File: config.mk
export PLATFORM = sky130hd
export DESIGN_NAME = keccak_rconst
export DESIGN_NICKNAME = d
export VERILOG_FILES = /design/src/common/keccak_pkg.sv /design/src/keccak/keccak_rconst.sv
export SDC_FILE = /design/constraint.sdc
export NUM_CORES = 1
export LEC_CHECK = 0
export BUFFER_PORTS_ARGS = -buffer_cell sky130_fd_sc_hd__clkbuf_2
export CAP_MARGIN = 20
export CORE_MARGIN = 5
export CORE_UTILIZATION = 31
export DETAILED_ROUTE_END_ITERATION = 6
export PLACE_DENSITY = 0.92
export SYNTH_ARGS = -nofsm -noshare
export SYNTH_HDL_FRONTEND = slang
export SYNTH_SLANG_ARGS = --single-unit
File: constraint.sdc
create_clock -name vclk -period 0.8
set_input_delay 0.16 -clock vclk [all_inputs]
set_output_delay 0.16 -clock vclk [all_outputs]
set_load 0.01 [all_outputs]
File: src/common/keccak_pkg.sv
// Keccak package: widths, round count and vector types shared by the permutation core.
package keccak_pkg;

    // ~~~~~~~~~~~~~~~~~~~~~~~~~~~~~~~~~~~~~~~~~~~~~~~~~~~~~~~~~~~~~~~~~~~
    // Sizes fixed by the Keccak-f[1600] algorithm
    // ~~~~~~~~~~~~~~~~~~~~~~~~~~~~~~~~~~~~~~~~~~~~~~~~~~~~~~~~~~~~~~~~~~~

    // The full sponge state is 25 lanes of 64 bits.
    localparam int STATE_WIDTH = 1600;

    // One lane is the unit that theta, rho and chi operate on.
    localparam int LANE_WIDTH = 64;

    // The state is a 5 x 5 grid of lanes.
    localparam int GRID_SIZE = 5;
    localparam int LANE_COUNT = GRID_SIZE * GRID_SIZE;

    // SHA3-512 absorbs 72 bytes per block, which is the rate.
    localparam int RATE_WIDTH = 576;

    // Keccak-f[1600] always runs 24 rounds per permutation.
    localparam int NUM_ROUNDS = 24;

    // ~~~~~~~~~~~~~~~~~~~~~~~~~~~~~~~~~~~~~~~~~~~~~~~~~~~~~~~~~~~~~~~~~~~
    // Vector types
    // ~~~~~~~~~~~~~~~~~~~~~~~~~~~~~~~~~~~~~~~~~~~~~~~~~~~~~~~~~~~~~~~~~~~

    // Full state. Lane (x, y) sits at lane index 5*y + x, counted from the
    // most significant end, and each lane is held with its bytes reversed,
    // so message byte 0 lands in the top byte of the vector.
    typedef logic [STATE_WIDTH-1:0] state_t;

    // One absorbed block, aligned to the most significant end of state_t.
    typedef logic [RATE_WIDTH-1:0] rate_block_t;

    // A single lane or a single round constant.
    typedef logic [LANE_WIDTH-1:0] lane_t;

    // One-hot round selector. Bit r set means round r is computed in the
    // current cycle.
    typedef logic [NUM_ROUNDS-1:0] round_sel_t;

endpackage

File: src/keccak/keccak_rconst.sv
// Keccak round-constant generator: maps the one-hot round selector to the iota constant.
`timescale 1ns/10ps

module keccak_rconst import keccak_pkg::*; (
    input  round_sel_t round_sel,
    output lane_t      rc
);

    // ~~~~~~~~~~~~~~~~~~~~~~~~~~~~~~~~~~~~~~~~~~~~~~~~~~~~~~~~~~~~~~~~~~~
    // FIPS 202 round constants in arithmetic lane order
    // ~~~~~~~~~~~~~~~~~~~~~~~~~~~~~~~~~~~~~~~~~~~~~~~~~~~~~~~~~~~~~~~~~~~

    // Entry r is the iota constant of round r, with bit 0 as the least
    // significant bit of the lane value.
    localparam lane_t RC_TABLE [NUM_ROUNDS] = '{
        64'h0000_0000_0000_0001, 64'h0000_0000_0000_8082,
        64'h8000_0000_0000_808a, 64'h8000_0000_8000_8000,
        64'h0000_0000_0000_808b, 64'h0000_0000_8000_0001,
        64'h8000_0000_8000_8081, 64'h8000_0000_0000_8009,
        64'h0000_0000_0000_008a, 64'h0000_0000_0000_0088,
        64'h0000_0000_8000_8009, 64'h0000_0000_8000_000a,
        64'h0000_0000_8000_808b, 64'h8000_0000_0000_008b,
        64'h8000_0000_0000_8089, 64'h8000_0000_0000_8003,
        64'h8000_0000_0000_8002, 64'h8000_0000_0000_0080,
        64'h0000_0000_0000_800a, 64'h8000_0000_8000_000a,
        64'h8000_0000_8000_8081, 64'h8000_0000_0000_8080,
        64'h0000_0000_8000_0001, 64'h8000_0000_8000_8008
    };

    // Selected constant before the byte reversal.
    lane_t rc_value;

    // The selector is one-hot, so masking every table entry with its own
    // select bit and ORing the results is a lookup with no decoder.
    // An all-zero selector gives a zero constant, which leaves the lane
    // untouched.
    always_comb begin
        rc_value = '0;
        for (int r = 0; r < NUM_ROUNDS; r++) begin
            rc_value = rc_value | (RC_TABLE[r] & {LANE_WIDTH{round_sel[r]}});
        end
    end

    // ~~~~~~~~~~~~~~~~~~~~~~~~~~~~~~~~~~~~~~~~~~~~~~~~~~~~~~~~~~~~~~~~~~~
    // Conversion to the stored lane format
    // ~~~~~~~~~~~~~~~~~~~~~~~~~~~~~~~~~~~~~~~~~~~~~~~~~~~~~~~~~~~~~~~~~~~

    // The state keeps each lane with its bytes reversed, so the constant
    // is handed out in the same order. Byte k of the value moves to the
    // byte slot counted k from the top.
    for (genvar k = 0; k < LANE_WIDTH / 8; k++) begin : g_byte_rev
        assign rc[LANE_WIDTH-8-8*k +: 8] = rc_value[8*k +: 8];
    end

endmodule

==> impl_metrics.toml, run 1 <==
[drt]
ant_nets = 0
via_per_inst = 3.61
post_drt_wl_per_cell_um = 11.2
dr.first_iter.drc_count = 1
drt-pass1-iter-count = 3
routed_wl_um = 1580
vias = 509
drc = 0

[global_route]
grt_pass1_wl_um = 1990
grt_max_degree = 5
grt_pass1_vias = 489
antenna_found_initial = 0
overflow = 0
grt_use_total = 0.0912

[layout]
synthToLayoutAreaGrowth_pct = 30.9
n_sequential_cell = 0
layout-drive-gt1-share = 0.414
fill_cells = 195
nClkBuffers = 0
final_util = 0.434
seqCellArea_um2 = 0
fin_nets = 142
antennaDiodeCount = 0

[sta]
rsz0062_at_grt = "yes"
tns_ns = -1.31
hold_viol_final = 0
setup_viol = 7
max_freq_ghz = 0.965
min_period_over_period = 1.30
fin_crit_ns = 1.04
setup_slack_ns = -0.237
report.final.slew_viol_count = 0
holdWs_ns = 0.626

[worst_setup_path]
arrival_ns = 0.88
cp.required_ns = 0.64
endpoint_kind = "primary output"
critical_path_class = "input pin to primary output"
crit_chain = "buf_6 -> buf_4 -> nor4_4 -> nand3_1 -> clkbuf_2"
cp_top_family = "buffers and inverters"
start_kind = "input pin"
critical_path.slowest_cell = "nor4_4"
cp.buffers_inverters = 3
critPathMaxStageDelay_ns = 0.21
crit_fanout = 2

[synthesis]
yosys.cell_count.top_type = "buf_4"
syn_area_um2 = 579
yosysSeqAreaShare = 0
synth_area_leaders = "buf_4 74%, nor4_1 6.5%, nor4_2 6.5%"
synthCells = 81
ys_types = 8
yosysTopAreaCell = "buf_4"
synth_commonest_cells = "57 x buf_4, 6 x nor4_1, 5 x nand4_1"
synth.top_cell.area_share = 0.739
syn_area_per_cell_um2 = 7.15
yosys_warnings = 0

[placement]
dpl_worst_slack_ns = -0.324
gp_congestion = 0.753
dp_hpwl_um = 1370
port-buffer-count = 31

[run_status]
outcome = "finished, violations left"
violations = "negative setup slack"

[worst_hold_path]
hp-class = "input pin to primary output"

[floorplan]
rows = 15
dieArea_mm2 = 0.00283
core-area_mm2 = 0.00175
ios = 88
fp.dieH_um = 53.2
start_util = 0.332
die_w_um = 53.2

[job]
max_cap_violations = 0

[power_and_ir_drop]
leakagePower_nw = 0.383
vdd.ir_drop.worst_uv = 197
totalPowerFinal_mw = 0.340
power_density_mw_per_mm2 = 448
## routing by layer
metal | share of wire | track usage
met1 | 0.30 | 0.0900
met5 | 0 | 0
met2 | 0.55 | 0.180
met3 | 0.16 | 0.0310
met4 | 0 | 0.0170
## final timing paths
check,startpoint,end,slack [ns],depth (start not counted)
worst min-delay path,round_sel[13],rc[57],0.63,4
worst max-delay path,round_sel[6],rc[63],-0.24,5
## where the power goes
| group | internal (mW) | leakage, nW | switching, mW |
|---|---|---|---|
| sequential | 0 | 0 | 0 |
| combinational | 0.114 | 0.383 | 0.225 |
| clock | 0 | 0 | 0 |
## layout by cell type, fill, tap and decap left out, drive strengths merged
| cell | Yosys | routed |
|---|---|---|
| nand4 | 5 | 5 |
| nand3 | 2 | 2 |
| nor4 | 9 | 9 |
| clkbuf | 0 | 21 |
| nor2 | 3 | 3 |
| buf | 57 | 15 |
| conb | 1 | 57 |
| nor3 | 4 | 4 |
## timing repair
action                                  in CTS  in global routing
hold buffers                                 0                  0
endpoints found under the setup margin       7                  7
setup buffers                                1                  0
gates cloned                                 0                  0
pin swaps                                    6                  7
gates resized for setup                     15                 23
## kinds of logic (layout without fill, tap and decap cells)
logic type             after synthesis  count (layout)  synth area share
other                                1              57           0.00647
and+or+nand+nor                     23              23             0.255
buffers and inverters               57              36             0.739
## area by class of cell
cell class / instances / area (um2) / share of cell area
multi-input combinational: 80 / 467 / 0.616
timing repair buffer: 36 / 260 / 0.343
tap: 25 / 31.3 / 0.0413
## through the flow
stage	std cells	instance area, um2
final	141	758
after detailed placement	140	584
after floorplan	137	796
after global routing	141	758
after CTS	141	688
after global placement	140	584
Power figures use the tool's default switching activity.
==> run 2: changes to the inputs <==
--- a/config.mk
+++ b/config.mk
@@ -11,6 +11,7 @@
 export CORE_UTILIZATION = 31
 export DETAILED_ROUTE_END_ITERATION = 6
 export PLACE_DENSITY = 0.92
+export REMOVE_ABC_BUFFERS = 1
 export SYNTH_ARGS = -nofsm -noshare
 export SYNTH_HDL_FRONTEND = slang
 export SYNTH_SLANG_ARGS = --single-unit
==> run 2 against run 1 <==
Against the previous run:
- the run still ends with negative setup slack left
- hold slack gained 0.0053 ns
- first-iteration DRC count is 100% lower
- global-route usage shrank 0.29 points
- largest power group unchanged
==> impl_metrics.toml, run 2 (synthesis gave the netlist of run 1 again) <==
[clock_network]
postCtsHoldBufs = 0
post_cts_buffers = 0

[floorplan]
ios = 88
dieArea_mm2 = 0.00283
fp.dieH_um = 53.2
core-area_mm2 = 0.00175
start_util = 0.332
rows = 15
die_w_um = 53.2

[worst_hold_path]
hp-class = "input pin to primary output"
hold_path.startpoint = "round_sel[16]"
hold_depth = 4

[drt]
vias = 501
via_per_inst = 3.60
dr.first_iter.drc_count = 0
drc = 0
ant_nets = 0
routed_wl_um = 1590
post_drt_wl_per_cell_um = 11.5
drt-pass1-iter-count = 1

[worst_setup_path]
crit_fanout = 2
endpoint_kind = "primary output"
critical_path_class = "input pin to primary output"
critical_path.slowest_cell = "nor4_4"
cp.buffers_inverters = 2
cp.required_ns = 0.64
critPathMaxStageDelay_ns = 0.31
cp.depth = 4
start_kind = "input pin"
cp_top_family = "simple AND/OR/NAND/NOR gates"
startpoint = "round_sel[17]"
arrival_ns = 0.87
crit_chain = "clkbuf_2 -> nor4_4 -> nand4_1 -> buf_2"

[run_status]
outcome = "finished, violations left"
violations = "negative setup slack"

[global_route]
antenna_found_initial = 0
grt_pass1_wl_um = 1900
grt_max_degree = 5
grt_pass1_vias = 425
overflow = 0
grt_use_total = 0.0883

[layout]
fin_nets = 140
seqCellArea_um2 = 0
synthToLayoutAreaGrowth_pct = 31.1
antennaDiodeCount = 0
layout-drive-gt1-share = 0.395
n_sequential_cell = 0
final_common_cell = "conb_1"
fill_cells = 192
final_cell_mix = "57 x conb_1, 17 x clkbuf_2, 6 x buf_6"
nClkBuffers = 0

[placement]
dpl_worst_slack_ns = -0.285
gp_congestion = 0.796
dp_hpwl_um = 1450
port-buffer-count = 31

[sta]
max_freq_ghz = 0.971
tns_ns = -1.27
setup_slack_ns = -0.230
setup_viol = 7
fin_crit_ns = 1.03
rsz0062_at_grt = "yes"
report.final.slew_viol_count = 0
holdWs_ns = 0.631
min_period_over_period = 1.29
hold_viol_final = 0

[job]
max_cap_violations = 0

[power_and_ir_drop]
totalPowerFinal_mw = 0.339
leakagePower_nw = 0.382
power_density_mw_per_mm2 = 447
vdd.ir_drop.worst_uv = 199
run 2: layer usage:
| metal | global-route usage | wire length, um |
|---|---|---|
| met2 | 0.165 | 834 |
| met5 | 0 | 0 |
| met1 | 0.108 | 505 |
| met3 | 0.0113 | 251 |
| met4 | 0.00851 | 0 |
run 2: area by class of cell:
| class | instances | area, um2 | share of cell area |
|---|---|---|---|
| timing repair buffer | 34 | 270 | 0.356 |
| multi-input combinational | 80 | 458 | 0.603 |
| tap | 25 | 31.3 | 0.0412 |
run 2: worst paths after layout:
check	slack (ns)	endpoint
max	-0.23	rc[7]
min	0.63	rc[55]
run 2: report_power, final:
part | total, mW | switching, mW | internal, mW
Sequential | 0 | 0 | 0
Combinational | 0.339 | 0.221 | 0.119
Clock | 0 | 0 | 0
run 2: worst min-delay path, stage by stage:
cell and delay (ns):
buf_8 0.08, nor4_4 0.04, nand4_1 0.06, clkbuf_2 0.13
run 2: through the flow:
| step | utilization | std cells | cell area [um2] |
|---|---|---|---|
| 2_1_floorplan | - | 80 | 362 |
| 3_3_place_gp | 0.327 | 139 | 571 |
| 3_5_place_dp | 0.327 | 139 | 571 |
| 4_1_cts | 0.410 | 139 | 716 |
| 5_1_grt | 0.435 | 139 | 759 |
| 6_report | 0.435 | 139 | 759 |
run 2: timing repair:
item,CTS,global route
endpoints found under the setup margin,7,7
pin swaps,16,8
resized for setup,21,21
